`src/common/core_settings.svh`:
```
`ifndef CORE_SETTINGS_SVH
`define CORE_SETTINGS_SVH

// Data and address width of the core
`define XLEN 32

// Shared word memory geometry
`define MEM_WORDS 1024
`define MEM_ADDR_BITS 10

// First fetch address after reset
`define RESET_PC 32'h0000_0000

`endif

```
`src/core/registerFile.sv`:
```
`include "core_settings.svh"

module registerFile (
    input  logic             iClk,
    input  logic             rstN,
    input  logic             writeEn,
    input  logic [4:0]       rs1,
    input  logic [4:0]       rs2,
    input  logic [4:0]       rd,
    input  logic [`XLEN-1:0] writeData,
    output logic [`XLEN-1:0] rs1Data,
    output logic [`XLEN-1:0] rs2Data
);

    logic [`XLEN-1:0] regs [32];

    // Single write port, x0 never written
    always_ff @(posedge iClk) begin
        if (!rstN) begin
            regs <= '{default: '0};
        end else if (writeEn && (rd != 5'd0)) begin
            regs[rd] <= writeData;
        end
    end

    // Combinational reads with x0 forced to zero
    always_comb begin
        rs1Data = (rs1 == 5'd0) ? '0 : regs[rs1];
        rs2Data = (rs2 == 5'd0) ? '0 : regs[rs2];
    end

endmodule

```
`config.mk`:
```
export PLATFORM = sky130hd
export DESIGN_NAME = registerFile
export DESIGN_NICKNAME = d
export VERILOG_FILES = /design/src/core/registerFile.sv
export VERILOG_INCLUDE_DIRS = /design/src /design/src/common
export SDC_FILE = /design/constraint.sdc
export NUM_CORES = 2
export LEC_CHECK = 0
export ABC_AREA = 1
export BUFFER_PORTS_ARGS = -buffer_cell sky130_fd_sc_hd__buf_2
export CAP_MARGIN = 20
export CORE_MARGIN = 4
export CORE_UTILIZATION = 30
export DETAILED_ROUTE_END_ITERATION = 8
export GPL_TIMING_DRIVEN = 1
export PLACE_DENSITY = 0.51
export SKIP_LAST_GASP = 1
export SLEW_MARGIN = 20
export SYNTH_ARGS = -nofsm -noshare
export SYNTH_HDL_FRONTEND = slang
export SYNTH_SLANG_ARGS = --single-unit
```
`constraint.sdc`:
```
create_clock -name iClk -period 5 [get_ports iClk]
set_input_delay 1 -clock iClk [delete_from_list [all_inputs] [get_ports iClk]]
set_output_delay 1 -clock iClk [all_outputs]
set_load 0.01 [all_outputs]
```
### After elaboration in Yosys (flattened, before gate mapping)

Cells that the tools add are included.
Widths: inputs -> output; s select.

| storage, ports and cells | value |
|---|---|
| bits in read-only memories | 0 |
| memory bits (writable) | 0 |
| memories | 0 |
| output and inout bits | 64 |
| bits in registers | 1024 |
| bits in latches | 0 |
| word-level logic and storage cells | 55 |
| input port bits | 50 |

| cells by class | value |
|---|---|
| shifts and indexed selects | 0 |
| $add $sub $neg | 0 |
| $lt $le $gt $ge | 4 |
| bitwise operators | 3 |
| muxes and demuxes | 11 |
| eq/ne operators | 0 |
| reduce and logical (&&, ||, !) cells | 5 |
| multipliers | 0 |
| div/mod/pow operators | 0 |

Operators with widths:

| kind | number |
|---|---|
| $bwmux 1024 | 1 |
| $bmux 32 s5 | 2 |
| $mux 32 | 7 |
| $demux 32 s5 | 1 |
| $ge 6x6->1 const B | 3 |
| $not 5->6 | 3 |
| $logic_not 5->1 | 2 |
| $lt 6x1->1 const B | 1 |
| $reduce_bool 5->1 | 1 |
| $logic_and 1x1->1 | 2 |

### Logic depth before layout (Yosys ltp)

| depth | value |
|---|---|
| word-level depth | 6 |
| depth in mapped cells | 12 |

### Least setup slack after synthesis

OpenSTA, ideal clock, no wires.

| path | value |
|---|---|
| path kind | input -> output |
| start | in rs1[1] |
| end | out rs1Data[10] |
| arrival | 2.273 ns |
| required time | 4.000 ns |
| stages on the path | 9 |
| slack | 1.727 ns |
| cell sequence | buf_2 clkbuf_1 clkbuf_1 o211ai_1 nand3_1 nand3_1 nand2_1 nand2_1 nor2_1 |

| on the way | value |
|---|---|
| cells in the longest elaborated chain, start to end | 5 |
| elaborated cells on any way between the ends | 6 |

Ends and longest elaborated chain:

| element | RTL line | text |
|---|---|---|
| start, declared | registerFile.sv:7 | `input logic [4:0] rs1,` |
| $not 5->6 (implied by the code) | registerFile.sv:28 | `rs1Data = (rs1 == 5'd0) ? '0 : regs[rs1];` |
| $bmux 32 s5 | registerFile.sv:28 |  |
| $mux 32 (implied by the code) (2 in series) | registerFile.sv:28 |  |
| $mux 32 (*) | registerFile.sv:28 |  |
| end, declared | registerFile.sv:11 | `` output logic [`XLEN-1:0] rs1Data, `` |

Every way passes the cells marked *; elsewhere a longest branch is shown, timed or not. The select of a mux whose other input is x is not followed.

### Worst setup path after layout

| path | value |
|---|---|
| start | in rs1[1] |
| end | out rs1Data[30] |

The elaborated chain is that of the path after synthesis.

==> run metrics <==
Syn Nets 8853; CP Class input pin to output port; Root Buffer clkbuf_16; clk sinks 1024; routed length per instance 23.9 um; status complete, no violations; total CTS buffers 117; Top Ports between 100 and 150; router iterations before antenna repair 7; FMAX 223 MHz; FFs w/ async S/R, synth 0; WL met1 109000 um; initial antenna violation count 18; Largest regs regs: 1024 flops; Die Ht 435 um; Synth cell types 24; clk slew on worst S/H paths around 0.06 ns; Seq/Total Area, Yosys 0.375; YS warnings 0; Area contributors post-synth dfxtp_1 37%, nand2_1 14%, o21ai_0 12%; largest net degree at the start of global routing ~160; Worst Hold End regs[1017]; vias per cell 5.62; max reg flops 1024; DR iter-0 viols ~7900; Post-synth top cells 2099 x nand2_1, 1284 x o21ai_0, 1042 x nand3_1; R2R Setup Slk between 4 and 5 ns; Max IR drop VDD 0.000255 V; wire length on met2 114000 um; relative slew slack 0.236; met3 routed WL 23100 um; Syn-to-layout area delta 12.5%; number of synthesized register bits 1024; hold wc startpoint regs[1017]; Final Non-Filler Cells between 10000 and 15000; Initial Utilization 0.302; Slew @ Worst Pin 1.15 ns; Tot Pwr 19.9 mW; Cell Pwr Density 324 nW/um^2; CP Data Arrival Time 3.49 ns; Synth Area per Inst just over 6 um^2; vias 61100; most frequent cell after synthesis nand2_1; # DRC 0; Reg-to-Reg End regs[37]; EDFF count, synth 0; CTS HTree Levels 3; CTS tree done; PostCTS Resize Cnt 0; Setup crit start kind input pin; Worst Setup End Kind output port; reg2reg start regs[37]; Multi-input gate area 29800 um^2; pins over their slew limit 0; Hold Crit Class flop to flop; Post-CTS Setup Inserts 0; Worst Hold Depth 2; Main synth FF type dfxtp_1; min Tclk post-route roughly 4.5 ns; Die W 435 um; Required @ worst endpoint about 4.0 ns; synthesized cell area 54700 um^2; Min Hold Slack 0.441 ns; Post-Synthesis Cells 8803; Placed Cells 10700; unrepaired setup endpoints after global routing no; Core ar. between 150000 and 200000 um^2; Clock Tree Buf Depth 3; final global-route overflow total 0; Fill cells 19400; DR top layer met5; r2r worst-path depth 2; port bufs 113; MaxCap Viol Count 0; Biggest register regs; Core Util, Final 0.340; Hold Buf Count CTS 0; GP Congestion about 0.85; Setup Skew 0 ns; cell accounting for the most synthesized area dfxtp_1; FP Rows 156; vias in the first global route 55700; setup_tns 0 ns; clk_lat worst skew roughly 0.75 ns; endpoints failing setup 0; first-pass GRT wire length between 300000 and 400000 um; layout cell share with drive strength beyond 1 0.0658; CP Max Fanout 49; Leak 24.2 nW; Routed WL 260000 um; top cell type's share of synthesized area 0.375; FF+latch area 20500 um^2; fin nets 8450; Total GRT Usage 0.261; HPWL after detailed placement 149000 um; full die area 189000 um^2; Routed Antenna Nets 0; Tcrit/Tclk final 0.897; final hold vios 0
## critical path, cell delays in order
cell and delay [ns]:
buf_8 0.38, inv_8 0.30, buf_4 0.26, nand4_1 0.11
buf_4 0.36, nand2_1 0.10, nor2_1 0.57, buf_2 0.26
## layout make-up
cell class                 instances  area share
inverter                         320      0.0202
antenna                            6    0.000244
timing repair buffer             309      0.0492
tap                             2370      0.0482
sequential                      1024       0.333
clock inverter                    48     0.00877
multi-input combinational       6628       0.485
clock buffer                     165      0.0554
## through the flow
stage	setup slack [ns]	cell area, um^2
floorplan	1.73	54700
global placement	0.574	57500
detailed placement	0.585	57600
CTS	0.583	61500
global route	0.446	61500
finish	0.513	61500
## cell usage in the layout (no fill, tap or decap), types with 5 or more instances in the layout
cell type,Yosys,routed
dfxtp_1,1024,1024
clkinv_1,29,29
buf_12,0,71
nand2_1,2099,2096
buf_4,2,126
bufinv_16,0,8
clkbuf_1,588,19
o21ai_1,38,38
buf_2,138,104
inv_1,280,276
clkinvlp_4,0,6
diode_2,0,6
clkinv_2,0,28
nand3_1,1042,1039
clkbuf_16,0,118
inv_8,0,5
nor2_1,918,914
buf_8,0,5
inv_2,11,7
nor2_4,0,21
o21ai_0,1284,1284
nand4_1,6,6
o211ai_1,60,60
clkbuf_8,0,28
nor3_1,193,193
a21oi_1,957,957
## worst max-delay path by stage
stage                     startpoint     endpoint  slack [ns]  cells past startpoint
after global routing          rs1[0]  rs1Data[25]        0.45                     13
after global placement        rs1[0]  rs1Data[29]        0.57                     10
after CTS                     rs1[1]  rs1Data[30]        0.58                      8
final                         rs1[1]  rs1Data[30]        0.51                      8
after detailed placement      rs1[1]  rs1Data[30]        0.58                      8
after floorplan               rs1[1]  rs1Data[10]        1.73                      9
## layer usage
metal	up-vias	GRT usage
met5	-	0
met2	3225	0.413
met1	28800	0.350
li1	28400	-
met4	4	0.125
met3	587	0.0363
## logic make-up after synthesis
family	after synthesis	synth area share
simple gates	4289	0.326
compound gates	2339	0.217
buf+inv	1151	0.0824
flops	1024	0.375
## where the power goes
group          total, mW  leakage, nW  switching (mW)  internal [mW]
Sequential          8.33         8.26          0.0701           8.26
Clock               8.97         1.95            3.82           5.15
Combinational       2.64         14.0            1.99          0.652
Total               19.9         24.2            5.87           14.1
(Power assumes the default switching activity.)
