<file path="src/common/core_settings.svh">
`ifndef CORE_SETTINGS_SVH
`define CORE_SETTINGS_SVH

// Data and address width of the core
`define XLEN 32

// Shared word memory geometry
`define MEM_WORDS 1024
`define MEM_ADDR_BITS 10

// First fetch address after reset
`define RESET_PC 32'h0000_0000

`endif

</file>
<file path="src/common/rvIsaPkg.sv">
package rvIsaPkg;

    // Base opcodes of the supported RV32I subset
    localparam logic [6:0] opcodeOp     = 7'b0110011;
    localparam logic [6:0] opcodeOpImm  = 7'b0010011;
    localparam logic [6:0] opcodeLui    = 7'b0110111;
    localparam logic [6:0] opcodeLoad   = 7'b0000011;
    localparam logic [6:0] opcodeStore  = 7'b0100011;
    localparam logic [6:0] opcodeBranch = 7'b1100011;
    localparam logic [6:0] opcodeJal    = 7'b1101111;
    localparam logic [6:0] opcodeJalr   = 7'b1100111;

    // ALU operations, passB forwards the second operand for lui
    typedef enum logic [3:0] {
        aluAdd,
        aluSub,
        aluAnd,
        aluOr,
        aluXor,
        aluSlt,
        aluPassB
    } aluOpT;

    // Instruction classes seen by the sequencer and execute unit
    typedef enum logic [2:0] {
        classRegOp,
        classImmOp,
        classLui,
        classLoad,
        classStore,
        classBranch,
        classJal,
        classJalr
    } instrClassT;

    // Write-back source
    typedef enum logic [1:0] {
        resultAlu,
        resultMemory,
        resultPcPlus4
    } resultSrcT;

endpackage

</file>
<file path="src/core/instructionDecoder.sv">
`include "core_settings.svh"

module instructionDecoder (
    input  logic [`XLEN-1:0]     instr,
    output logic [4:0]           rs1,
    output logic [4:0]           rs2,
    output logic [4:0]           rd,
    output logic [`XLEN-1:0]     immExt,
    output rvIsaPkg::instrClassT instrClass,
    output rvIsaPkg::aluOpT      aluOp,
    output logic                 aluSrc,
    output rvIsaPkg::resultSrcT  resultSrc,
    output logic                 writesRd,
    output logic                 branchNe
);
    import rvIsaPkg::*;

    logic [6:0]       opcode;
    logic [2:0]       funct3;
    logic             funct7b5;
    logic             functOk;
    logic [`XLEN-1:0] immI;
    logic [`XLEN-1:0] immS;
    logic [`XLEN-1:0] immB;
    logic [`XLEN-1:0] immJ;
    logic [`XLEN-1:0] immU;

    // ALU op from funct3, isSub only set for register ops
    function automatic aluOpT aluFromFunct3(input logic [2:0] f3, input logic isSub);
        case (f3)
            3'b000:  return isSub ? aluSub : aluAdd;
            3'b010:  return aluSlt;
            3'b100:  return aluXor;
            3'b110:  return aluOr;
            3'b111:  return aluAnd;
            default: return aluAdd;
        endcase
    endfunction

    // Field split and immediate formats
    always_comb begin
        opcode   = instr[6:0];
        funct3   = instr[14:12];
        funct7b5 = instr[30];
        rs1      = instr[19:15];
        rs2      = instr[24:20];
        rd       = instr[11:7];
        // Shifts and sltu are not supported
        functOk  = (funct3 != 3'b001) && (funct3 != 3'b011) && (funct3 != 3'b101);
        immI = {{(`XLEN-12){instr[31]}}, instr[31:20]};
        immS = {{(`XLEN-12){instr[31]}}, instr[31:25], instr[11:7]};
        immB = {{(`XLEN-13){instr[31]}}, instr[31], instr[7], instr[30:25], instr[11:8], 1'b0};
        immJ = {{(`XLEN-21){instr[31]}}, instr[31], instr[19:12], instr[20], instr[30:21], 1'b0};
        immU = {instr[31:12], 12'b0};
    end

    // Control generation
    always_comb begin
        // Defaults form a no-operation
        instrClass = classImmOp;
        aluOp      = aluAdd;
        aluSrc     = 1'b0;
        resultSrc  = resultAlu;
        writesRd   = 1'b0;
        immExt     = immI;
        // beq is funct3 000, bne is 001
        branchNe   = funct3[0];
        case (opcode)
            opcodeOp: begin
                instrClass = classRegOp;
                aluOp      = aluFromFunct3(funct3, funct7b5);
                writesRd   = functOk;
            end
            opcodeOpImm: begin
                aluOp    = aluFromFunct3(funct3, 1'b0);
                aluSrc   = 1'b1;
                writesRd = functOk;
            end
            opcodeLui: begin
                instrClass = classLui;
                immExt     = immU;
                aluOp      = aluPassB;
                aluSrc     = 1'b1;
                writesRd   = 1'b1;
            end
            opcodeLoad: begin
                instrClass = classLoad;
                aluSrc     = 1'b1;
                resultSrc  = resultMemory;
                writesRd   = 1'b1;
            end
            opcodeStore: begin
                instrClass = classStore;
                immExt     = immS;
                aluSrc     = 1'b1;
            end
            opcodeBranch: begin
                instrClass = classBranch;
                immExt     = immB;
                aluOp      = aluSub;
            end
            opcodeJal: begin
                instrClass = classJal;
                immExt     = immJ;
                resultSrc  = resultPcPlus4;
                writesRd   = 1'b1;
            end
            opcodeJalr: begin
                instrClass = classJalr;
                resultSrc  = resultPcPlus4;
                writesRd   = 1'b1;
            end
            default: begin
            end
        endcase
    end

endmodule

</file>
<file path="config.mk">
export PLATFORM = sky130hd
export DESIGN_NAME = instructionDecoder
export DESIGN_NICKNAME = d
export VERILOG_FILES = /design/src/common/rvIsaPkg.sv /design/src/core/instructionDecoder.sv
export VERILOG_INCLUDE_DIRS = /design/src /design/src/common
export SDC_FILE = /design/constraint.sdc
export NUM_CORES = 1
export LEC_CHECK = 0
export BUFFER_PORTS_ARGS = -buffer_cell sky130_fd_sc_hd__buf_2
export CAP_MARGIN = 5
export CORE_UTILIZATION = 38
export DETAILED_ROUTE_END_ITERATION = 8
export PLACE_DENSITY_LB_ADDON = 0.12
export SLEW_MARGIN = 0
export SYNTH_ARGS = -nofsm -noshare
export SYNTH_HDL_FRONTEND = slang
export SYNTH_SLANG_ARGS = --single-unit
</file>
<file path="constraint.sdc">
create_clock -name vclk -period 5.9
set_input_delay 1.18 -clock vclk [all_inputs]
set_output_delay 1.18 -clock vclk [all_outputs]
set_load 0.02 [all_outputs]
</file>
-- Yosys cells after proc, flatten, opt, wreduce, memory -nomap -nowiden
Cells that the tools add are included.
- reduce and logical (&&, ||, !) cells: 7
- eq/ne operators: 15
- multiplexer cells: 9
- operators by type and width (kind ; count):
    one-hot mux 31 bit (4 select lines) ; 1
    one-hot mux 3 bit (4 select lines) ; 2
    == test 7 x 6 -> 1 bit (second input constant) ; 3
    == test 7 bit (second input constant) ; 3
    one-hot mux 3 bit (7 select lines) ; 1
    one-hot mux 3 bit (5 select lines) ; 1
    == test 3 bit (second input constant) ; 3
    OR reduction 4 bit ; 2
    == test 7 x 2 -> 1 bit (second input constant) ; 1
    == test 7 x 5 -> 1 bit (second input constant) ; 1
    one-hot mux 2 bit (2 select lines) ; 1
    OR reduction 2 bit ; 2
    == test 3 x 2 -> 1 bit (second input constant) ; 1
    logical NOT 3 bit ; 1
    != test 3 x 1 -> 1 bit (second input constant) ; 1
    != test 3 x 2 -> 1 bit (second input constant) ; 1
    != test 3 bit (second input constant) ; 1
    logical AND 1 bit ; 2
    two-way mux 1 bit ; 2
    one-hot mux 1 bit (2 select lines) ; 1
- output and inout port bits: 59
- bits of input ports: 32
- logic and storage cells: 31
- flip-flop bits (word level): 0

-- Longest topological paths before layout
- depth in word-level cells: 4
- mapped depth: 6
- mapped depth without buffers: 3

-- Least setup slack after synthesis
OpenSTA, ideal clock, no wires.
- path type: input -> output
- start: input instr[6]
- end: output aluOp[0]
- arrival: 2.466 ns
- stages: 3
- slack: 2.254 ns
- path buffers: 0
- required time: 4.720 ns
- path through: nor4bb_1 -> nand3b_1 -> o32ai_1
- cells in the longest elaborated chain, start to end: 2
- elaborated cells between the ends (all ways): 5
- those cells by class: eq/ne: 4; mux: 1
- RTL lines (element ; line ; source):
    start, declared ; instructionDecoder.sv:4 ; input logic [`XLEN-1:0] instr,
    == test 7 bit, or another cell as far along ; instructionDecoder.sv:68 ; case (opcode)
    one-hot mux 3 bit (4 select lines) * ; instructionDecoder.sv:68 ;
    end, declared ; instructionDecoder.sv:10 ; output rvIsaPkg::aluOpT aluOp,
Mark *: on every way between the ends. The rest lies on a longest branch, timed or not.

-- Worst setup path in the final report
Same ends and word-level chain as after synthesis.

==> reports/metrics.cfg <==
[routing]
route.detailed.drc=0
wire_per_inst_um=11.3
drtPass1Iterations=4
vias=1000
totalWireLength_um=2260
initialDrtViolationCount=16
viasPerCell=5.00
detail-route-antenna-nets=0

[cells_and_area]
syn_to_final_growth_pct=40.5
drive_above_1_share_pct=56.6
multi_input_area_um2=548
n_antenna_cell=0
finish.utilization_pct=58.8
seq_area_um2=0
seq_cell_count=0
n_fill_cell=187
nets=209
n_clock_buffer=0

[timing]
slew_headroom_pct=57.0
hold_viol_final=0
worst_hold_slack_ps=2590
rsz0062_at_grt=no
setup_viol=0
fin_crit_sh_pct=65.5
max_slew.worst_pin.slew_ps=636
setup_tns_ps=0
slew_violations=0
period_minus_slack_ps=3860
max_freq_ghz=0.259

[logic_synthesis]
syn_nets=143
yosysSeqAreaShare_pct=0
synth_area_per_cell_um2=6.80
ys.warnings.count=0
synthCells=111
ys_types=35
syn-cell-area_um2=754

[outcome]
status=complete, no violations

[power_and_ir_drop]
peakVddDrop_v=0.0000385
power_density_nw_per_um2=78.1
p_leak_nw=0.664

[flow_run]
cap_viol_max_count=0

[global_route]
overflow=0
grt_pass1_vias=742
grt_max_degree=15
grt_pass1_wl_um=3080
antenna_found_initial=0
track_usage_pct=18.4

[place]
place.detailed.hpwl_um=1850
globalplace.congestion=0.779
port_buffers=90

[floorplan]
design.die.area_um2=2170
rows=15
pin_count=91
start_util_pct=41.9
coreArea_um2=1800
die_x_um=46.6
chipHeight_um=46.6

[setup_path]
cp_max_fo=8
end_kind=output pin
crit_type=in -> out
cpMostUsedCell=buf_2
cp.required_ps=4720
crit_path_start_kind=input pin
max_stage_delay_ps=590
arrival_ps=2680
crit_slowest_cell=nor4bb_1
worstPathCellList=buf_2 -> nor4bb_1 -> nand3b_1 -> o32ai_1 -> buf_2

[hold_path]
hp-class=in -> out

[clocking]
ctsResizeCount=0
cts-hold-fix-buffers=0
cts_setup_buffers=0

[per-stage QoR]
stage	cell area (µm²)	setup slack, ps	instances	total power, W
6_report	1060	2040	200	0.0000827
5_1_grt	1060	1930	200	0.0000892
4_1_cts	1060	2070	200	0.0000832
3_5_place_dp	1060	2070	200	0.0000829
3_3_place_gp	1060	2150	200	0.0000818
2_1_floorplan	754	2250	111	0.0000577
[cells by family (layout without fill, tap and decap cells)]
group | Yosys count | in the layout | share of synthesized area, %
mux | 8 | 8 | 11.9
other cells | 1 | 1 | 0.497
xor+xnor | 1 | 1 | 1.16
compound gates | 30 | 30 | 29.0
simple gates | 37 | 37 | 30.0
buf+inv | 34 | 98 | 27.4
[layer usage]
layer / wire length, µm / up-vias / track usage [%]
li1: - / 512 / -
met4: 0 / 0 / 0
met1: 1020 / 441 / 25.1
met5: 0 / - / 0
met2: 1070 / 47 / 32.8
met3: 166 / 0 / 1.57
[layout make-up]
type | count | share of cell area (%)
timing repair buffer | 90 | 42.5
tap | 25 | 2.95
inverter | 8 | 2.83
multi-input combinational | 77 | 51.7
[cell usage in the layout, fill, tap and decap left out, drive strengths merged, types with 3 or more instances in the layout]
master	n
and3	3
nand3	4
nor3	5
mux2	8
inv	8
buf	90
and2	7
a21o	12
a31o	4
o21ai	5
[cell usage after synthesis, types with 2 or more instances]
| library cell | n | share of area (%) |
|---|---|---|
| nor3b_1 | 2 | 2.0 |
| o211ai_1 | 2 | 2.0 |
| mux2_2 | 8 | 12 |
| nor3_1 | 5 | 3.3 |
| buf_2 | 3 | 2.0 |
| clkbuf_1 | 4 | 2.0 |
| and2_1 | 7 | 5.8 |
| nand4_1 | 2 | 1.7 |
| nand2_1 | 2 | 1.0 |
| inv_1 | 8 | 4.0 |
| nor2_1 | 2 | 1.0 |
| a31o_1 | 4 | 4.6 |
| nor2b_1 | 2 | 1.7 |
| nand3b_1 | 2 | 2.0 |
| a21o_1 | 12 | 12 |
| buf_4 | 18 | 18 |
| o21ai_0 | 5 | 3.3 |
| and3_1 | 3 | 2.5 |
| nand3_1 | 4 | 2.7 |
[critical path, delay by kind of cell]
family | cells | cell delay (ps)
and+or+nand+nor | 2 | 840
AOI/OAI and AO/OA | 1 | 310
buffers and inverters | 2 | 350
[where the power goes]
part           switching [W]  internal [W]
combinational      0.0000506     0.0000322
clock                      0             0
sequential                 0             0
[path summary, 6_finish.rpt]
check      start       end  slack [ps]  cells after the start
max     instr[6]  aluOp[0]        2040                      5
min    instr[16]    rs1[1]        2590                      2
No activity file was read; power rests on OpenSTA's default activity.
