### config.mk
export PLATFORM = sky130hd
export DESIGN_NAME = executeUnit
export DESIGN_NICKNAME = d
export VERILOG_FILES = /design/src/common/rvIsaPkg.sv /design/src/core/executeUnit.sv
export VERILOG_INCLUDE_DIRS = /design/src /design/src/common
export SDC_FILE = /design/constraint.sdc
export NUM_CORES = 1
export LEC_CHECK = 0
export ABC_AREA = 1
export BUFFER_PORTS_ARGS = -buffer_cell sky130_fd_sc_hd__buf_2
export CAP_MARGIN = 20
export CORE_MARGIN = 2
export CORE_UTILIZATION = 25
export DETAILED_ROUTE_END_ITERATION = 6
export SLEW_MARGIN = 20
export SYNTH_ARGS = -nofsm -noshare
export SYNTH_HDL_FRONTEND = slang
export SYNTH_SLANG_ARGS = --single-unit
### constraint.sdc
create_clock -name vclk -period 3.3
set_clock_uncertainty 0.1 [all_clocks]
set_input_delay 0.33 -clock vclk [all_inputs]
set_output_delay 0.33 -clock vclk [all_outputs]
set_load 0.02 [all_outputs]
### src/common/core_settings.svh
`ifndef CORE_SETTINGS_SVH
`define CORE_SETTINGS_SVH

// Data and address width of the core
`define XLEN 32

// Shared word memory geometry
`define MEM_WORDS 1024
`define MEM_ADDR_BITS 10

// First fetch address after reset
`define RESET_PC 32'h0000_0000

`endif

### src/common/rvIsaPkg.sv
package rvIsaPkg;

    // Base opcodes of the supported RV32I subset
    localparam logic [6:0] opcodeOp     = 7'b0110011;
    localparam logic [6:0] opcodeOpImm  = 7'b0010011;
    localparam logic [6:0] opcodeLui    = 7'b0110111;
    localparam logic [6:0] opcodeLoad   = 7'b0000011;
    localparam logic [6:0] opcodeStore  = 7'b0100011;
    localparam logic [6:0] opcodeBranch = 7'b1100011;
    localparam logic [6:0] opcodeJal    = 7'b1101111;
    localparam logic [6:0] opcodeJalr   = 7'b1100111;

    // ALU operations, passB forwards the second operand for lui
    typedef enum logic [3:0] {
        aluAdd,
        aluSub,
        aluAnd,
        aluOr,
        aluXor,
        aluSlt,
        aluPassB
    } aluOpT;

    // Instruction classes seen by the sequencer and execute unit
    typedef enum logic [2:0] {
        classRegOp,
        classImmOp,
        classLui,
        classLoad,
        classStore,
        classBranch,
        classJal,
        classJalr
    } instrClassT;

    // Write-back source
    typedef enum logic [1:0] {
        resultAlu,
        resultMemory,
        resultPcPlus4
    } resultSrcT;

endpackage

### src/core/executeUnit.sv
`include "core_settings.svh"

module executeUnit (
    input  logic [`XLEN-1:0]     pc,
    input  logic [`XLEN-1:0]     rs1Data,
    input  logic [`XLEN-1:0]     rs2Data,
    input  logic [`XLEN-1:0]     immExt,
    input  rvIsaPkg::aluOpT      aluOp,
    input  logic                 aluSrc,
    input  rvIsaPkg::instrClassT instrClass,
    input  logic                 branchNe,
    output logic [`XLEN-1:0]     aluResult,
    output logic                 branchTaken,
    output logic [`XLEN-1:0]     targetPc
);
    import rvIsaPkg::*;

    logic [`XLEN-1:0] aluB;
    logic [`XLEN-1:0] jalrSum;
    logic             regsEqual;

    // ALU with immediate or register second operand
    always_comb begin
        aluB = aluSrc ? immExt : rs2Data;
        case (aluOp)
            aluSub:   aluResult = rs1Data - aluB;
            aluAnd:   aluResult = rs1Data & aluB;
            aluOr:    aluResult = rs1Data | aluB;
            aluXor:   aluResult = rs1Data ^ aluB;
            aluSlt:   aluResult = {{(`XLEN-1){1'b0}}, $signed(rs1Data) < $signed(aluB)};
            aluPassB: aluResult = aluB;
            default:  aluResult = rs1Data + aluB;
        endcase
    end

    // Branch decision, jumps always redirect
    always_comb begin
        regsEqual = rs1Data == rs2Data;
        case (instrClass)
            classBranch: branchTaken = regsEqual ^ branchNe;
            classJal:    branchTaken = 1'b1;
            classJalr:   branchTaken = 1'b1;
            default:     branchTaken = 1'b0;
        endcase
    end

    // Redirect target, jalr clears bit 0
    always_comb begin
        jalrSum  = rs1Data + immExt;
        targetPc = (instrClass == classJalr) ? {jalrSum[`XLEN-1:1], 1'b0} : pc + immExt;
    end

endmodule

# [Yosys cells after proc, flatten, opt, wreduce, memory -nomap -nowiden]
# Index checks and enable logic that the tools add are counted.
[op_classes] mul=0 eq_ne=10 div_mod_pow=0 n_reduce_logical=1 mux=4 n_bitwise=4 n_addsub=4 order_cmp=1 shifts=0
[op_table] cell="$pmux 32 s6" count=1
[op_table] cell="$add 32x32->32" count=3
[op_table] cell="$mux 32" count=2
[op_table] cell="$and 32x32->32" count=1
[op_table] cell="$eq 32x32->1" count=1
[op_table] cell="$lt 32x32->1" count=1
[op_table] cell="$or 32x32->32" count=1
[op_table] cell="$sub 32x32->32" count=1
[op_table] cell="$xor 32x32->32" count=1
[op_table] cell="$eq 4x3->1 const B" count=3
[op_table] cell="$eq 3x3->1 const B" count=3
[op_table] cell="$eq 4x2->1 const B" count=2
[op_table] cell="$eq 4x1->1 const B" count=1
[op_table] cell="$pmux 1 s2" count=1
[op_table] cell="$reduce_or 2->1" count=1
[op_table] cell="$xor 1x1->1" count=1
[totals] ramBits=0 ff_bits=0 word_cells=24 mem_bits_ro=0 latchBits=0 memories=0

# [Longest topological paths before layout]
# Gate-level depths: netlist of the first run.
[logic_depth] word_depth=3 depth_mapped=20 mapped_depth_nobuf=19

# [Least setup slack after synthesis of the first run]
# OpenSTA, ideal clock, no wires.
[synth_timing] path_kind="in2out" start="input port aluSrc" end="output port aluResult[5]" n_path_buf=2 arrival_ns=2.657 path_stages=9 path_slack_ns=0.213 t_required_ns=2.870 cell_sequence="buf_2 > clkbuf_1 > o21ai_0 > ha_1 > inv_1 > nand4_1 > nand3_1 > nor2_1 > o311ai_0"
[synth_between] elab_chain_cells=3 word_cells_on_any_way=7
[synth_lines] item="start: declaration" line="executeUnit.sv:9" rtl="input logic aluSrc,"
[synth_lines] item="$mux 32 (*)" line="executeUnit.sv:24" rtl="aluB = aluSrc ? immExt : rs2Data;"
[synth_lines] item="$add 32x32->32 (tied with other cells)" line="executeUnit.sv:32" rtl="default: aluResult = rs1Data + aluB;"
[synth_lines] item="$pmux 32 s6 (*)" line="executeUnit.sv:25" rtl="case (aluOp)"
[synth_lines] item="end: declaration" line="executeUnit.sv:12" rtl="output logic [`XLEN-1:0] aluResult,"
# Mark *: on every way between the ends. The rest lies on a longest branch, timed or not.

# [Worst setup path after layout of the first run]
[layout_timing] start="input port aluSrc" end="output port aluResult[23]"
# The elaborated chain is that of the path after synthesis.

==> run metrics, run 1 <==
Rows 76; minimum clock period 3.20 ns; Yosys cell types 43; WP buf/inv 5; number of sequential cells 0; worst-margin pin slew 1.05 ns; Clk pwr share 0%; Final Hold Fails 0; synthesized area 11000 um2; worst-path fanout max 34; # Max-Cap Violations 0; Layout Area Growth over Synthesis 27.5%; routed vias 14700; Seq pwr share 0%; hold path depth 4; largest net degree at the start of global routing 35; RePlAce Congestion 0.974; share of the synthesized area in the top cell type 21.3%; Syn Inst Count 2129; Setup crit end kind output port; Worst EP arrival 2.77 ns; Leak 7.53 nW; Net Sw Power 1.97 mW; RSZ-0062 raised after global routing true; CP Data Required Time 2.87 ns; Post-DRT Antenna Nets 0; worst vdd rail ir drop 0.000101 V; Die Ht 213 um; syn nets 2427; Die X-Extent 213 um; synth top area cells nand2_1, ha_1, inv_1, nand3_1, a21oi_1; fmax 0.313 GHz; Seq/Total Area, Yosys 0%; most used cell, CP nand2_1; Tot Pwr 3.09 mW; core area 43200 um2; fin util 32.4%; status complete, no violations; area of the multi-input gates 9820 um2; Rel. slew slack 30.1%; CP top delay family simple AND/OR/NAND/NOR gates; Ports 202; clkbuf count 0; drt drc 0; Hold Path End branchTaken; share of cells above drive strength 1 18.8%; Setup violations, final 0; HP Start instrClass[1]; Wirelength per Cell 16.9 um; fin crit share 96.8%; Worst path slowest cell o21ai_1; Setup WS pre-CTS -0.118 ns; DRT iter0 DRCs 1381; cell type contributing the most total cell area after synthesis nand2_1; synth warn 0; PnR worst setup slack 0.105 ns; vias in the first global route 14100; Sw Share 63.9%; post-route cell area 14000 um2; # fillers 5099; Total Neg Setup Slack 0 ns; P_int 1.12 mW; Post-DP HPWL 44.1 mm; Crit path largest cell delay 0.34 ns; final hold slack 0.893 ns; IO buf count 202; final instance count without filler cells 3006; hold_buf cts 0; PD cells 221 nW/um2; Nets 2718; die area 45600 um2; CP Class primary input to output port; syn avg cell area 5.15 um2; initial antenna violation count 6; register area 0 um2; Slew Limit Fails 0; crit path cell chain buf_2 -> buf_12 -> o21ai_1 -> ha_4 -> inv_1 -> nand2_1 -> nor3_1 -> inv_1 -> nor2_1 -> nand2_1 -> nand2_2 -> nand2_1 -> nand2_1 -> nand2_1 -> nand3_1 -> nand3_2 -> buf_6; Comb power frac 100.0%; via density per instance 4.89; GR Overflow Total 0; worst hold-check path type primary input to output port; Placed Cells 3001; Detailed Route WL 50.7 mm; Worst setup SP type primary input; gr usage total 21.6%; Area after DPL 13500 um2; global-route wire length before repair 76.8 mm; drt pass-1 iters 5; Initial Util 25.4%
placed cells by master, fill, tap and decap left out, types with 5 or more instances in the layout:
cell type  synthesis  layout
a21o_1             7       7
a21oi_1          172     162
a21oi_2            2      12
a221oi_1          24      24
buf_2             25     195
buf_4              6     143
ha_1             157     137
ha_2               0       9
ha_4               0      11
inv_1            340     339
inv_2              4       5
nand2_1          623     610
nand2_2            0      13
nand3_1          198     183
nand3_2            0      14
nand3b_1          13      13
nand4_1           22      22
nor2_1           199     182
nor2_2             0      16
nor3_1            21      21
nor4_1             9       8
o2111ai_1          5       5
o21a_1             7       7
o21ai_0          141     122
o21ai_1            6      17
o21ai_2            3      10
o21bai_1          19      18
o22ai_1           25      25
or2_2             14      14
xnor2_1           21      21
xor2_1            21      21
worst max path at each step:
| stage | cells past startpoint | slack (ns) | endpoint | from |
|---|---|---|---|---|
| after floorplan | 9 | 0.21 | aluResult[5] | aluSrc |
| after global placement | 16 | -0.06 | aluResult[27] | aluSrc |
| after detailed placement | 16 | -0.12 | aluResult[30] | aluSrc |
| after CTS | 19 | 0.002 | aluResult[28] | aluSrc |
| after global routing | 19 | -0.05 | aluResult[28] | aluSrc |
| final | 17 | 0.10 | aluResult[23] | aluSrc |
logic make-up after synthesis:
| group | Yosys count | synth area share (%) |
|---|---|---|
| fa+ha+maj | 161 | 18.6 |
| simple gates | 1105 | 42.0 |
| buf+inv | 399 | 14.3 |
| xor+xnor | 42 | 3.35 |
| mux | 1 | 0.0913 |
| compound gates | 421 | 21.6 |
worst min-delay path: cells and delay by family:
family	cells	cell delay (ns)
buffers and inverters	2	0.24
AND/OR/NAND/NOR	2	0.09
Yosys cell counts (all sizes together), types with 2 or more instances:
master and number:
a21o 7, a21oi 174, a221oi 24, a31oi 3
and3 2, buf 34, clkbuf 21, fa 4
ha 157, inv 344, nand2 623, nand3 198
nand3b 13, nand4 22, nor2 199, nor3 22
nor4 9, o2111ai 5, o211ai 2, o21a 7
o21ai 150, o21bai 19, o22ai 25, o311ai 2
or2 15, xnor2 21, xor2 21
final cells by class:
type / count / share of cell area, %
Tap cell: 585 / 5.24
Inverter: 344 / 9.24
Multi-Input combinational cell: 1730 / 70.2
Antenna cell: 3 / 0.0537
Timing Repair Buffer: 344 / 15.2
power groups by stage:
stage / Combinational, mW / Sequential (mW) / Clock [mW]
floorplan: 1.80 / 0 / 0
global placement: 2.92 / 0 / 0
detailed placement: 2.92 / 0 / 0
CTS: 2.94 / 0 / 0
global route: 3.40 / 0 / 0.0000000408
finish: 3.09 / 0 / 0.000000122
routing by layer:
| metal | global-route usage (%) | share of wire [%] |
|---|---|---|
| met1 | 28.5 | 45 |
| met2 | 39.2 | 47 |
| met5 | 0 | 0.10 |
| met3 | 1.41 | 6.0 |
| met4 | 2.92 | 2.0 |
timing repair:
item                       4_1_cts  5_1_grt
buffers inserted                 0        2
pin swaps                        0       11
gates resized for setup         14      119
setup endpoints to repair       13       27
No activity file was read; power rests on OpenSTA's default activity.
==> inputs of run 2 (changes only) <==
ABC_AREA = 0   (was 1)
==> run metrics, run 2 <==
Seq/Total Area, Yosys 0%; die area 38000 um2; syn nets 1642; worst vdd rail ir drop 0.000143 V; Die X-Extent 195 um; vias in the first global route 12600; Yosys cell types 78; Initial Util 25.5%; Nets 2240; Worst EP arrival 3.42 ns; Layout Area Growth over Synthesis 76.8%; most frequent cells in the layout buf_4, buf_2, ha_1, a21oi_1; Rel. slew slack 59.3%; post-route cell area 16100 um2; CP Class primary input to output port; Slew Limit Fails 0; routed vias 12800; Post-DRT Antenna Nets 0; Area after DPL 14100 um2; Syn Inst Count 1344; cell type contributing the most total cell area after synthesis ha_1; fin crit share 117%; synth warn 0; DRT iter0 DRCs 838; Tot Pwr 3.91 mW; most common cell in the netlist ha_1; drt drc 0; PD cells 242 nW/um2; synthesized area 9130 um2; Leak 7.59 nW; Final Hold Fails 0; PnR worst setup slack -0.555 ns; CP Data Required Time 2.87 ns; worst hold-check path type primary input to output port; initial antenna violation count 9; register area 0 um2; Rows 69; synth top area cells ha_1, a21oi_1, xnor2_1, o21ai_0, inv_1; Wirelength per Cell 19.2 um; clkbuf count 0; Die Ht 195 um; Post-DP HPWL 37.5 mm; Setup crit end kind output port; Ports 202; core area 35700 um2; status complete, but fails checks; via density per instance 5.32; worst-margin pin slew 0.605 ns; share of the synthesized area in the top cell type 21.5%; number of sequential cells 0; fmax 0.259 GHz; global-route wire length before repair 69.2 mm; # Max-Cap Violations 0; synth cell count leaders ha_1, a21oi_1, inv_1, nor2_1, o21ai_0; largest net degree at the start of global routing 40; syn avg cell area 6.79 um2; violated checks negative setup slack; area of the multi-input gates 10300 um2; Worst setup SP type primary input; RePlAce Congestion 0.980; gr usage total 22.7%; RSZ-0062 raised after global routing true; most common cell after layout, fill and taps aside buf_4; minimum clock period 3.85 ns; Total Neg Setup Slack -10.16 ns; drt pass-1 iters 5; Setup violations, final 34; Detailed Route WL 46.3 mm; hold_buf cts 0; worst-path fanout max 7; GR Overflow Total 0; # fillers 3625; IO buf count 202; final hold slack 0.893 ns; share of cells above drive strength 1 48.4%
-- run 2: cell count changes in the layout (fill, tap and decap cells not counted), moves of 41 or more --
| cell | delta |
|---|---|
| nand2_1 | -537 |
| buf_4 | +298 |
| inv_1 | -243 |
| nand3_1 | -160 |
| nor2_1 | -86 |
| o21ai_0 | -71 |
| a21oi_1 | -63 |
| buf_6 | +48 |
| xnor2_1 | +41 |
-- run 2: cell families (layout without fill, tap and decap cells) --
kind of cell / count (synthesis) / after routing / synth area share [%]
other: 0 / 3 / 0
buffers and inverters: 173 / 769 / 7.28
muxes: 45 / 45 / 5.13
xor gates and xnor gates: 90 / 90 / 8.64
and+or+nand+nor: 351 / 351 / 18.6
adders and majority gates: 161 / 161 / 22.4
AOI/OAI and AO/OA: 524 / 524 / 38.0
-- run 2: per-layer routing --
layer | GRT usage (%) | vias to the layer above | routed length (um)
met5 | 0 | - | 60
met4 | 8.43 | 10 | 1790
met3 | 3.04 | 97 | 2840
met2 | 37.2 | 430 | 20900
met1 | 30.3 | 6076 | 20700
li1 | - | 6182 | -
-- run 2: critical path: stages --
cell and delay (ns):
buf_12 0.13, buf_12 0.14, mux2_4 0.31, inv_4 0.07, ha_4 0.21, buf_12 0.13
nor4_4 0.29, nand2b_1 0.15, o21ai_4 0.25, o31ai_4 0.10, a31oi_4 0.23, buf_6 0.14
nand3_2 0.05, nand2_2 0.11, a41oi_2 0.14, mux2_4 0.34, o221ai_4 0.13, buf_6 0.14
-- run 2: power breakdown --
| group | internal, mW | leakage (nW) | switching [mW] |
|---|---|---|---|
| sequential | 0 | 0 | 0 |
| clock | 0.000000122 | 0.0000190 | 0 |
| combinational | 1.87 | 7.59 | 2.04 |
-- run 2: path summary, 6_finish.rpt --
| path | to | from | slack, ns | depth (start not counted) |
|---|---|---|---|---|
| worst max-delay path | aluResult[26] | aluSrc | -0.55 | 18 |
| worst min-delay path | targetPc[31] | immExt[31] | 0.89 | 3 |
-- run 2: layout make-up --
cell class         count  share of cell area (%)
diodes                 3                  0.0465
inverters            111                    2.67
multi-input cells   1171                    63.5
well taps            461                    3.58
repair buffers       658                    30.2
-- run 2: what timing repair did --
action | 4_1_cts | 5_1_grt
endpoints found under the hold margin | 0 | 0
pin swaps | 103 | 94
gates cloned | 0 | 0
setup buffers | 27 | 22
endpoints found under the setup margin | 43 | 45
gates resized for setup | 242 | 140
-- run 2: per-stage QoR --
| stage | instances | setup WS [ns] | utilization [%] |
|---|---|---|---|
| global placement | 2357 | -0.777 | 39.4 |
| finish | 2404 | -0.555 | 45.1 |
| global route | 2402 | -0.690 | 45.1 |
| floorplan | 1344 | -0.463 | - |
| detailed placement | 2357 | -0.852 | 39.4 |
| CTS | 2381 | -0.606 | 42.9 |
