`config.mk`:
```
export PLATFORM = sky130hd
export DESIGN_NAME = fetchSequencer
export DESIGN_NICKNAME = d
export VERILOG_FILES = /design/src/common/rvIsaPkg.sv /design/src/core/fetchSequencer.sv
export VERILOG_INCLUDE_DIRS = /design/src /design/src/common
export SDC_FILE = /design/constraint.sdc
export NUM_CORES = 1
export LEC_CHECK = 0
export ABC_CLOCK_PERIOD_IN_PS = 5000
export BUFFER_PORTS_ARGS = -buffer_cell sky130_fd_sc_hd__buf_4
export CAP_MARGIN = 20
export CORE_MARGIN = 2
export CORE_UTILIZATION = 50
export CTS_BUF_LIST = sky130_fd_sc_hd__clkbuf_2
export DETAILED_ROUTE_END_ITERATION = 6
export PLACE_DENSITY = 0.91
export SETUP_SLACK_MARGIN = 0.1
export SYNTH_ARGS = -nofsm -noshare
export SYNTH_HDL_FRONTEND = slang
export SYNTH_SLANG_ARGS = --single-unit
```
`constraint.sdc`:
```
create_clock -name iClk -period 5 [get_ports iClk]
set_input_delay 0.25 -clock iClk [delete_from_list [all_inputs] [get_ports iClk]]
set_output_delay 0.25 -clock iClk [all_outputs]
set_load 0.05 [all_outputs]
```
`src/common/core_settings.svh`:
```
`ifndef CORE_SETTINGS_SVH
`define CORE_SETTINGS_SVH

// Data and address width of the core
`define XLEN 32

// Shared word memory geometry
`define MEM_WORDS 1024
`define MEM_ADDR_BITS 10

// First fetch address after reset
`define RESET_PC 32'h0000_0000

`endif

```
`src/common/rvIsaPkg.sv`:
```
package rvIsaPkg;

    // Base opcodes of the supported RV32I subset
    localparam logic [6:0] opcodeOp     = 7'b0110011;
    localparam logic [6:0] opcodeOpImm  = 7'b0010011;
    localparam logic [6:0] opcodeLui    = 7'b0110111;
    localparam logic [6:0] opcodeLoad   = 7'b0000011;
    localparam logic [6:0] opcodeStore  = 7'b0100011;
    localparam logic [6:0] opcodeBranch = 7'b1100011;
    localparam logic [6:0] opcodeJal    = 7'b1101111;
    localparam logic [6:0] opcodeJalr   = 7'b1100111;

    // ALU operations, passB forwards the second operand for lui
    typedef enum logic [3:0] {
        aluAdd,
        aluSub,
        aluAnd,
        aluOr,
        aluXor,
        aluSlt,
        aluPassB
    } aluOpT;

    // Instruction classes seen by the sequencer and execute unit
    typedef enum logic [2:0] {
        classRegOp,
        classImmOp,
        classLui,
        classLoad,
        classStore,
        classBranch,
        classJal,
        classJalr
    } instrClassT;

    // Write-back source
    typedef enum logic [1:0] {
        resultAlu,
        resultMemory,
        resultPcPlus4
    } resultSrcT;

endpackage

```
`src/core/fetchSequencer.sv`:
```
`include "core_settings.svh"

module fetchSequencer (
    input  logic                 iClk,
    input  logic                 rstN,
    input  logic                 run,
    input  logic                 fetchReady,
    input  logic                 fetchRspValid,
    input  logic [`XLEN-1:0]     fetchRdata,
    input  rvIsaPkg::instrClassT instrClass,
    input  logic                 branchTaken,
    input  logic [`XLEN-1:0]     targetPc,
    input  logic                 memDone,
    output logic                 fetchValid,
    output logic [`XLEN-1:0]     fetchAddr,
    output logic [`XLEN-1:0]     instr,
    output logic [`XLEN-1:0]     pc,
    output logic [`XLEN-1:0]     pcPlus4,
    output logic                 memStart,
    output logic                 regWrite,
    output logic                 retireValid
);
    import rvIsaPkg::*;

    typedef enum logic [2:0] {
        phaseIdle,
        phaseFetch,
        phaseWait,
        phaseExecute,
        phaseMemory
    } phaseT;

    phaseT            phase;
    logic             isMemOp;
    logic             commit;
    logic [`XLEN-1:0] nextPc;

    ////////////////////////////////////////////////////////////
    // Phase decode
    ////////////////////////////////////////////////////////////

    always_comb begin
        isMemOp    = (instrClass == classLoad) || (instrClass == classStore);
        pcPlus4    = pc + `XLEN'(4);
        // Loads and stores never redirect, so this is pc+4 for them
        nextPc     = branchTaken ? targetPc : pcPlus4;
        // Non-memory ops commit in execute, memory ops at memDone
        commit     = ((phase == phaseExecute) && !isMemOp) || ((phase == phaseMemory) && memDone);
        fetchValid = phase == phaseFetch;
        fetchAddr  = pc;
        memStart   = (phase == phaseExecute) && isMemOp;
        regWrite   = commit;
        retireValid = commit;
    end

    ////////////////////////////////////////////////////////////
    // PC and phase register
    ////////////////////////////////////////////////////////////

    always_ff @(posedge iClk) begin
        if (!rstN) begin
            phase <= phaseIdle;
            pc    <= `RESET_PC;
        end else begin
            case (phase)
                phaseIdle:    if (run) phase <= phaseFetch;
                // Held here while the arbiter back-pressures
                phaseFetch:   if (fetchReady) phase <= phaseWait;
                phaseWait:    if (fetchRspValid) phase <= phaseExecute;
                phaseExecute: if (isMemOp) phase <= phaseMemory;
                default:      phase <= phase;
            endcase
            if (commit) begin
                pc    <= nextPc;
                phase <= run ? phaseFetch : phaseIdle;
            end
        end
    end

    // Instruction register, loaded from the fetch response
    always_ff @(posedge iClk) begin
        if ((phase == phaseWait) && fetchRspValid) begin
            instr <= fetchRdata;
        end
    end

endmodule

```
Yosys cells after proc, flatten, opt, wreduce, memory -nomap -nowiden
Index checks and enable logic that the tools add are counted.

Output and inout bits: 132. Flip-flop bits (word level): 67. Input port bits: 74. Logic and storage cells: 32.

Multiplexer cells: 8. Reduce and logical (&&, ||, !) cells: 10. Eq/ne operators: 10. $add $sub $neg: 1.

Operators by type and width (number): $add A32 B3 Y32 const B (1); $mux W32 (1); $mux W3 (5); $pmux W3 S4 (1); $eq A3 B2 Y1 const B (3); $ne A3 B3 Y1 const B (3); $eq A3 B3 Y1 const B (2); $reduce_and A5 Y1 (1); $reduce_bool A5 Y1 (1); $logic_and A1 B1 Y1 (4); $eq A3 B1 Y1 const B (1); $logic_not A3 Y1 (1); $ne A3 B2 Y1 const B (1); $logic_or A1 B1 Y1 (2); $logic_not A1 Y1 (1); $mux W1 (1).

Depth between registers and ports, before layout
Gate-level depths: netlist of the first run.

Depth after elaboration: 7. Mapped depth: 8.

Worst setup path before layout of the first run
No wires, ideal clock.

Path kind: reg-to-reg. Start point: reg phase[1]. End point: reg instr[0] (enable). Stages on the path, launching flop included: 3. Arrival time: 2.698 ns. Path slack: 1.841 ns. Required time: 4.539 ns. Library setup time: 0.461 ns. Path through: dfxtp_1 -> nand2_1 -> nor3_1.

Cells in the longest elaborated chain, start to end: 2.

Ends and longest elaborated chain: start, declared (line fetchSequencer.sv:33) `phaseT phase;`; start signal, assigned (line fetchSequencer.sv:62) `phase <= phaseIdle;`; start signal, assigned (line fetchSequencer.sv:66) `phaseIdle: if (run) phase <= phaseFetch;`; start signal, assigned (line fetchSequencer.sv:68) `phaseFetch: if (fetchReady) phase <= phaseWait;`; $eq A3 B2 Y1 (line fetchSequencer.sv:82) `if ((phase == phaseWait) && fetchRspValid) begin`; $logic_and A1 B1 Y1 (line fetchSequencer.sv:82); end signal, assigned (line fetchSequencer.sv:83) `instr <= fetchRdata;`; end, declared (line fetchSequencer.sv:16) `` output logic [`XLEN-1:0] instr, ``.

No other way between the ends. A chain may end at the register's enable or synchronous reset.

Worst setup path after layout of the first run
Start point: reg pc[2] (netlist: fetchAddr[2]). End point: out pcPlus4[24].

Cells in the longest elaborated chain, start to end: 1.

Ends and longest elaborated chain: start, declared (line fetchSequencer.sv:17) `` output logic [`XLEN-1:0] pc, ``; start signal, assigned (line fetchSequencer.sv:63) `` pc <= `RESET_PC; ``; start signal, assigned (line fetchSequencer.sv:74) `pc <= nextPc;`; $add A32 B3 Y32 (line fetchSequencer.sv:44) `` pcPlus4 = pc + `XLEN'(4); ``; end, declared (line fetchSequencer.sv:18) `` output logic [`XLEN-1:0] pcPlus4, ``.

No other way between the ends.

==> impl_results.md, run 1 <==
- Worst path slowest cell: dfxtp_1
- RD Place Congestion: 0.823
- Post-synthesis cell area: ~0.0038 mm²
- CP Capture Type: output pin
- Fin crit period: 3.12 ns
- Final setup fails: 0
- Crit-path cells: ha_1 -> and4_1 -> nor2b_1 -> and2_2 -> nand3_1 -> xnor2_1 -> buf_4
- Max incr delay on CP: around 0.56 ns
- Leak pwr: 2.40 nW
- CTS resizes: 0
- Layout net count: 678
- PortBufs: 205
- Clk root buf: clkbuf_2
- Clk sinks: 67
- Asr flop ratio synth: 0%
- EDFF count, synth: 32
- Rows: 31
- Outcome: completed
- FF+latch count, synth: 67
- Routed Antenna Nets: 0
- Remaining DRCs: 0
- Element type at the critical path start: register
- Die W: a little over 90 µm
- Slack of the critical path: 1.88 ns
- Vias post-DR: 3982
- Top cells by area, synth: edfxtp_1, dfxtp_1, buf_4
- WP data required: 4.75 ns
- Die area: 0.00828 mm²
- Final Max Slew Viols: 0
- Yosys top cell by area: edfxtp_1
- Clk slew on worst S/H paths: ~0.20 ns
- Global-route wire length before repair: 19.3 mm
- Crit-path max FO: 10
- Vias in the first global route: 3714
- N_diodes: 0
- Fill cell count: 483
- Die Height: 91.0 µm
- P per Cell Area: ~230 mW/mm²
- Most common cell after layout, fill and taps aside: buf_4
- RSZ-0062 raised after global routing: false
- # Max-Cap Violations: 0
- Starting density of the core: 51.9%
- Gr ovfl total: 0
- Worst Hold Class: input pin to register
- Synth Flop Type: dfxtp_1
- Worst skew pair latency: 0.49 ns
- Most frequent cells in the layout: buf_4, nand2_1, dfxtp_1
- Initial antenna violation count: 0
- CTS tree: yes
- 1st-pass router iterations: 5
- Share of post-route cells with drive strength above 1: approximately 38%
- H-Tree Depth: 3
- Worst-Margin Slew: 0.981 ns
- Pre-CTS WS: 2.36 ns
- Avg WL per Cell: around 17 µm
- Largest net degree at the start of global routing: 76
- Clock tree buffer depth: 2
- Setup TNS: 0 ns
- WS Path Type: register to output pin
- Sequential fraction of the synthesis area: 43.9%
- Total wire length: 12.4 mm
- I/O pin count: 206
- CTS Buf Count: 9
- Mapped Nets: 491
- Core area: 0.00729 mm²
- Syn Inst Count: 416
- Peak VDD IR: 0.128 mV
- HPWL after DPL: 8.42 mm
- Hold Fails Final Rpt: 0
- Total GRT Usage: 28.9%
- Top-area cell type share of the netlist area: 25.4%
- DR vias/cell: 5.63
- WHS: 0.0429 ns
- Clock Skew: approximately 0.023 ns
- Synth warn: 0
- Max Fclk: between 300 and 400 MHz
- Relative slew slack: 34.6%
- Distinct cell type count after synthesis: 57
- Synthesis-to-finish area growth: 48.0%
- WP data arrival: 2.87 ns
- Tcrit/Tclk final: about 62%
- Post-synthesis average cell area: 9.10 µm²
- Iteration-0 DRC count of the detailed router: 354
final timing paths:
check                            start                    endpoint  slack (ns)  cells past startpoint
max          fetchAddr[2]$_SDFFE_PN0P_                 pcPlus4[24]        1.88                      7
min reg2reg  fetchAddr[1]$_SDFFE_PN0P_   fetchAddr[1]$_SDFFE_PN0P_        0.51                      2
min                        targetPc[2]   fetchAddr[2]$_SDFFE_PN0P_        0.04                      3
max reg2reg      phase[2]$_SDFFE_PN0P_  fetchAddr[21]$_SDFFE_PN0P_        2.19                      6
area by class of cell:
type | instances | area, µm² | area share (%)
clock buffers | 9 | 45.0 | 0.804
clock inverters | 7 | 140 | 2.50
inverters | 11 | 41.3 | 0.737
multi-input cells | 273 | 1690 | 30.3
flip-flops and latches | 67 | 1660 | 29.7
well taps | 99 | 124 | 2.21
repair buffers | 241 | 1890 | 33.8
critical path, delay by kind of cell, from the launching register on:
family | cells | cell delay [ns]
AND/OR/NAND/NOR | 4 | 1.11
flip-flops | 1 | 0.56
adder cells (fa/ha/maj) | 1 | 0.32
buffers and inverters | 1 | 0.22
XOR/XNOR | 1 | 0.17
per-stage QoR:
step / area (µm²) / total power [W] / util [%] / instances
global route: 5600 / 0.00136 / 76.8 / 707
CTS: 5600 / 0.00131 / 76.8 / 707
finish: 5600 / 0.00131 / 76.8 / 707
floorplan: 3780 / 0.000746 / - / 416
global placement: 5070 / 0.000825 / 69.6 / 657
detailed placement: 5070 / 0.000829 / 69.6 / 657
cells in the mapped netlist, types with 2 or more instances:
master    number
a21oi_1       23
nor3_1        11
buf_4         36
buf_2          9
o31a_1         3
clkbuf_1      18
dfxtp_1       35
a32o_1         5
nand2_1       45
edfxtp_1      32
nand4_1       12
nand2b_1       3
a22oi_1        4
a31oi_1        9
o22ai_1        5
nor3b_1        2
nor2_1        29
a22o_1        10
inv_1         10
xor2_1        11
nand3_4        2
o21ai_0       18
a31o_2         2
o31ai_1        7
xnor2_1       17
nor4_2         2
nand3_1       24
mux2i_1        2
nor2b_1        2
report_power, final:
part / switching, W / internal (W) / total (W)
logic: 0.000140 / 0.0000997 / 0.000240
clock network: 0.000204 / 0.000265 / 0.000469
registers: 0.0000160 / 0.000588 / 0.000604
registers in the layout, indices dropped and copies added, names as in the netlist:
register,flops
instr,32
fetchAddr,32
phase,3
per-layer routing:
layer | share of wire (%) | track usage (%) | vias to the layer above
met5 | 0 | 0 | -
met4 | 1.9 | 8.59 | 0
li1 | - | - | 1844
met2 | 51 | 51.9 | 242
met1 | 38 | 34.8 | 1867
met3 | 8.5 | 6.14 | 29
logic make-up after synthesis:
kind of cell / Yosys count / share of synthesized area [%]
adders and majority gates: 1 / 0.331
and+or+nand+nor: 147 / 20.3
muxes: 2 / 0.529
buffers and inverters: 76 / 11.6
AOI/OAI and AO/OA: 95 / 16.8
xor gates and xnor gates: 28 / 6.48
DFF: 67 / 43.9
timing repair:
| item | CTS | global route |
|---|---|---|
| hold buffers | 34 | 0 |
| hold endpoints to repair | 34 | 0 |
| setup buffers | 0 | 0 |
Note: power is estimated with default switching activity, not from simulation.
==> run 2, diff against run 1 <==
--- a/config.mk
+++ b/config.mk
@@ -6,14 +6,14 @@
 export SDC_FILE = /design/constraint.sdc
 export NUM_CORES = 1
 export LEC_CHECK = 0
-export ABC_CLOCK_PERIOD_IN_PS = 5000
+export ABC_CLOCK_PERIOD_IN_PS = 2700
 export BUFFER_PORTS_ARGS = -buffer_cell sky130_fd_sc_hd__buf_4
 export CAP_MARGIN = 20
 export CORE_MARGIN = 2
-export CORE_UTILIZATION = 50
+export CORE_UTILIZATION = 42
 export CTS_BUF_LIST = sky130_fd_sc_hd__clkbuf_2
 export DETAILED_ROUTE_END_ITERATION = 6
-export PLACE_DENSITY = 0.91
+export PLACE_DENSITY = 0.82
 export SETUP_SLACK_MARGIN = 0.1
 export SYNTH_ARGS = -nofsm -noshare
 export SYNTH_HDL_FRONTEND = slang
==> constraint.sdc (replaced) <==
create_clock -name iClk -period 2.7 [get_ports iClk]
set_input_delay 0.135 -clock iClk [delete_from_list [all_inputs] [get_ports iClk]]
set_output_delay 0.135 -clock iClk [all_outputs]
set_load 0.05 [all_outputs]
==> impl_results.md, run 2 (synthesized netlist as in run 1, its figures left out) <==
- DR vias/cell: 5.44 (was 5.63)
- Avg WL per Cell: 16.9 µm (was 17.5 µm)
- Vias in the first global route: 3953 (was 3714)
- Element type at the critical path start: register (unchanged)
- Rows: 34 (was 31)
- Most Frequent Cell on Critical Path: nand3_1
- Hold Fails Final Rpt: 0 (unchanged)
- Total wire length: 12.9 mm (was 12.4 mm)
- WHS: 0.0367 ns (was 0.0429 ns)
- HPWL after DPL: 8.47 mm (was 8.42 mm)
- Worst Hold Class: input pin to register (unchanged)
- Clock Skew: 0.0334 ns (was 0.0233 ns)
- Die Height: 98.9 µm (was 91.0 µm)
- Delay-heaviest family, CP: simple AND/OR/NAND/NOR gates (unchanged)
- Most frequent cells in the layout: buf_4, dlygate4sd3_1, nand2_1 (was buf_4, nand2_1, dfxtp_1)
- CTS tree: yes (unchanged)
- Setup TNS: 0 ns (unchanged)
- Vias post-DR: 4142 (was 3982)
- Buffer and inverter count on the worst path: 1 (unchanged)
- Leak pwr: 2.70 nW (was 2.40 nW)
- H-Tree Depth: 3 (unchanged)
- Crit-path cells: nand3_1 -> nor3_1 -> nand3_1 -> xnor2_1 -> buf_4 (was ha_1 -> and4_1 -> nor2b_1 -> and2_2 -> nand3_1 -> xnor2_1 -> buf_4)
- Global-route wire length before repair: 19.9 mm (was 19.3 mm)
- RSZ-0062 raised after global routing: false (unchanged)
- Tcrit/Tclk final: 90.9%
- Clk sinks: 67 (unchanged)
- Most common cell after layout, fill and taps aside: buf_4 (unchanged)
- 1st-pass router iterations: 6 (was 5)
- Routed Antenna Nets: 0 (unchanged)
- Crit-path max FO: 10 (unchanged)
- Max Fclk: 408 MHz
- I/O pin count: 206 (unchanged)
- Total GRT Usage: 25.4% (was 28.9%)
- Fin crit period: 2.45 ns
- Remaining DRCs: 0 (unchanged)
- Die area: 0.00979 mm² (was 0.00828 mm²)
- Die W: 98.9 µm (was 91.0 µm)
- Core area: 0.00872 mm² (was 0.00729 mm²)
- Largest net degree at the start of global routing: 44 (was 76)
- WP data required: 2.57 ns (was 4.75 ns)
- # Max-Cap Violations: 0 (unchanged)
- N_diodes: 0 (unchanged)
- Relative slew slack: 49.9% (was 34.6%)
- WS Path Type: register to output pin (unchanged)
- Worst path slowest cell: dfxtp_2 (was dfxtp_1)
- Peak VDD IR: 0.194 mV (was 0.128 mV)
- Outcome: completed (unchanged)
- Gr ovfl total: 0 (unchanged)
- Worst skew pair latency: 0.49 ns (about the same)
- Final Max Slew Viols: 0 (unchanged)
- Iteration-0 DRC count of the detailed router: 250 (was 354)
- CTS Buf Count: 9 (unchanged)
- Final setup fails: 0 (unchanged)
- Layout net count: 724 (was 678)
- Synthesis-to-finish area growth: 64.1% (was 48.0%)
- P per Cell Area: 369 mW/mm² (was 234 mW/mm²)
- Clk root buf: clkbuf_2 (unchanged)
- RD Place Congestion: 0.889 (was 0.823)
- Starting density of the core: 43.4% (was 51.9%)
- Clk slew on worst S/H paths: 0.22 ns (was 0.20 ns)
- Max incr delay on CP: 0.50 ns (was 0.56 ns)
- Final Power: 0.00229 W (was 0.00131 W)
- WP data arrival: 2.32 ns (was 2.87 ns)
- Worst-Margin Slew: 0.750 ns (was 0.981 ns)
- Clock tree buffer depth: 2 (unchanged)
- PortBufs: 205 (unchanged)
- CP Capture Type: output pin (unchanged)
- Share of post-route cells with drive strength above 1: 44.3% (was 38.5%)
- Initial antenna violation count: 0 (unchanged)
-- run 2: final timing paths --
check | from | to | slack [ns] | cells after the start
worst max register to register | phase[1]$_SDFFE_PN0P_ | fetchAddr[18]$_SDFFE_PN0P_ | 0.27 | 8
worst max-delay path | fetchAddr[9]$_SDFFE_PN0P_ | pcPlus4[27] | 0.25 | 5
worst min-delay path | targetPc[9] | fetchAddr[9]$_SDFFE_PN0P_ | 0.04 | 4
worst min register to register | fetchAddr[0]$_SDFFE_PN0P_ | fetchAddr[0]$_SDFFE_PN0P_ | 0.52 | 2
-- run 2: metrics by stage --
| stage | setup slack [ns] | cells | util, % | instance area, µm² |
|---|---|---|---|---|
| 6_report | 0.247 | 762 | 71.2 | 6210 |
| 5_1_grt | 0.0943 | 762 | 71.2 | 6210 |
| 4_1_cts | 0.0294 | 760 | 70.3 | 6130 |
| 3_5_place_dp | 0.270 | 674 | 60.2 | 5250 |
| 3_3_place_gp | 0.379 | 674 | 60.2 | 5250 |
| 2_1_floorplan | 0.111 | 416 | - | 3890 |
-- run 2: what timing repair did --
action | in CTS | in global routing
resized for setup | 18 | 26
hold buffers | 68 | 0
endpoints found under the setup margin | 14 | 22
buffers inserted | 2 | 2
hold endpoints to repair | 64 | 0
pin swaps | 1 | 1
-- run 2: tightest hold or removal path: cells and delay by family --
family | cells | cell delay, ns
AOI/OAI and AO/OA | 2 | 0.21
buffers and inverters | 1 | 0.08
and+or+nand+nor | 1 | 0.09
-- run 2: metal layers --
metal  track usage [%]  routed length, µm
met1              30.9               4930
met2              44.1               6310
met3              6.52               1300
met4              7.90                305
met5                 0                  0
-- run 2: cell type report --
cell class	count	area [µm²]
inverter	11	41.3
timing repair buffer	287	2330
clock buffer	9	45.0
multi-input combinational	273	1860
sequential	67	1710
tap	108	135
fill	633	2510
clock inverter	7	92.6
-- run 2: power breakdown --
part | switching, W | internal [W]
logic | 0.000268 | 0.000222
clock network | 0.000381 | 0.000303
registers | 0.0000318 | 0.00109
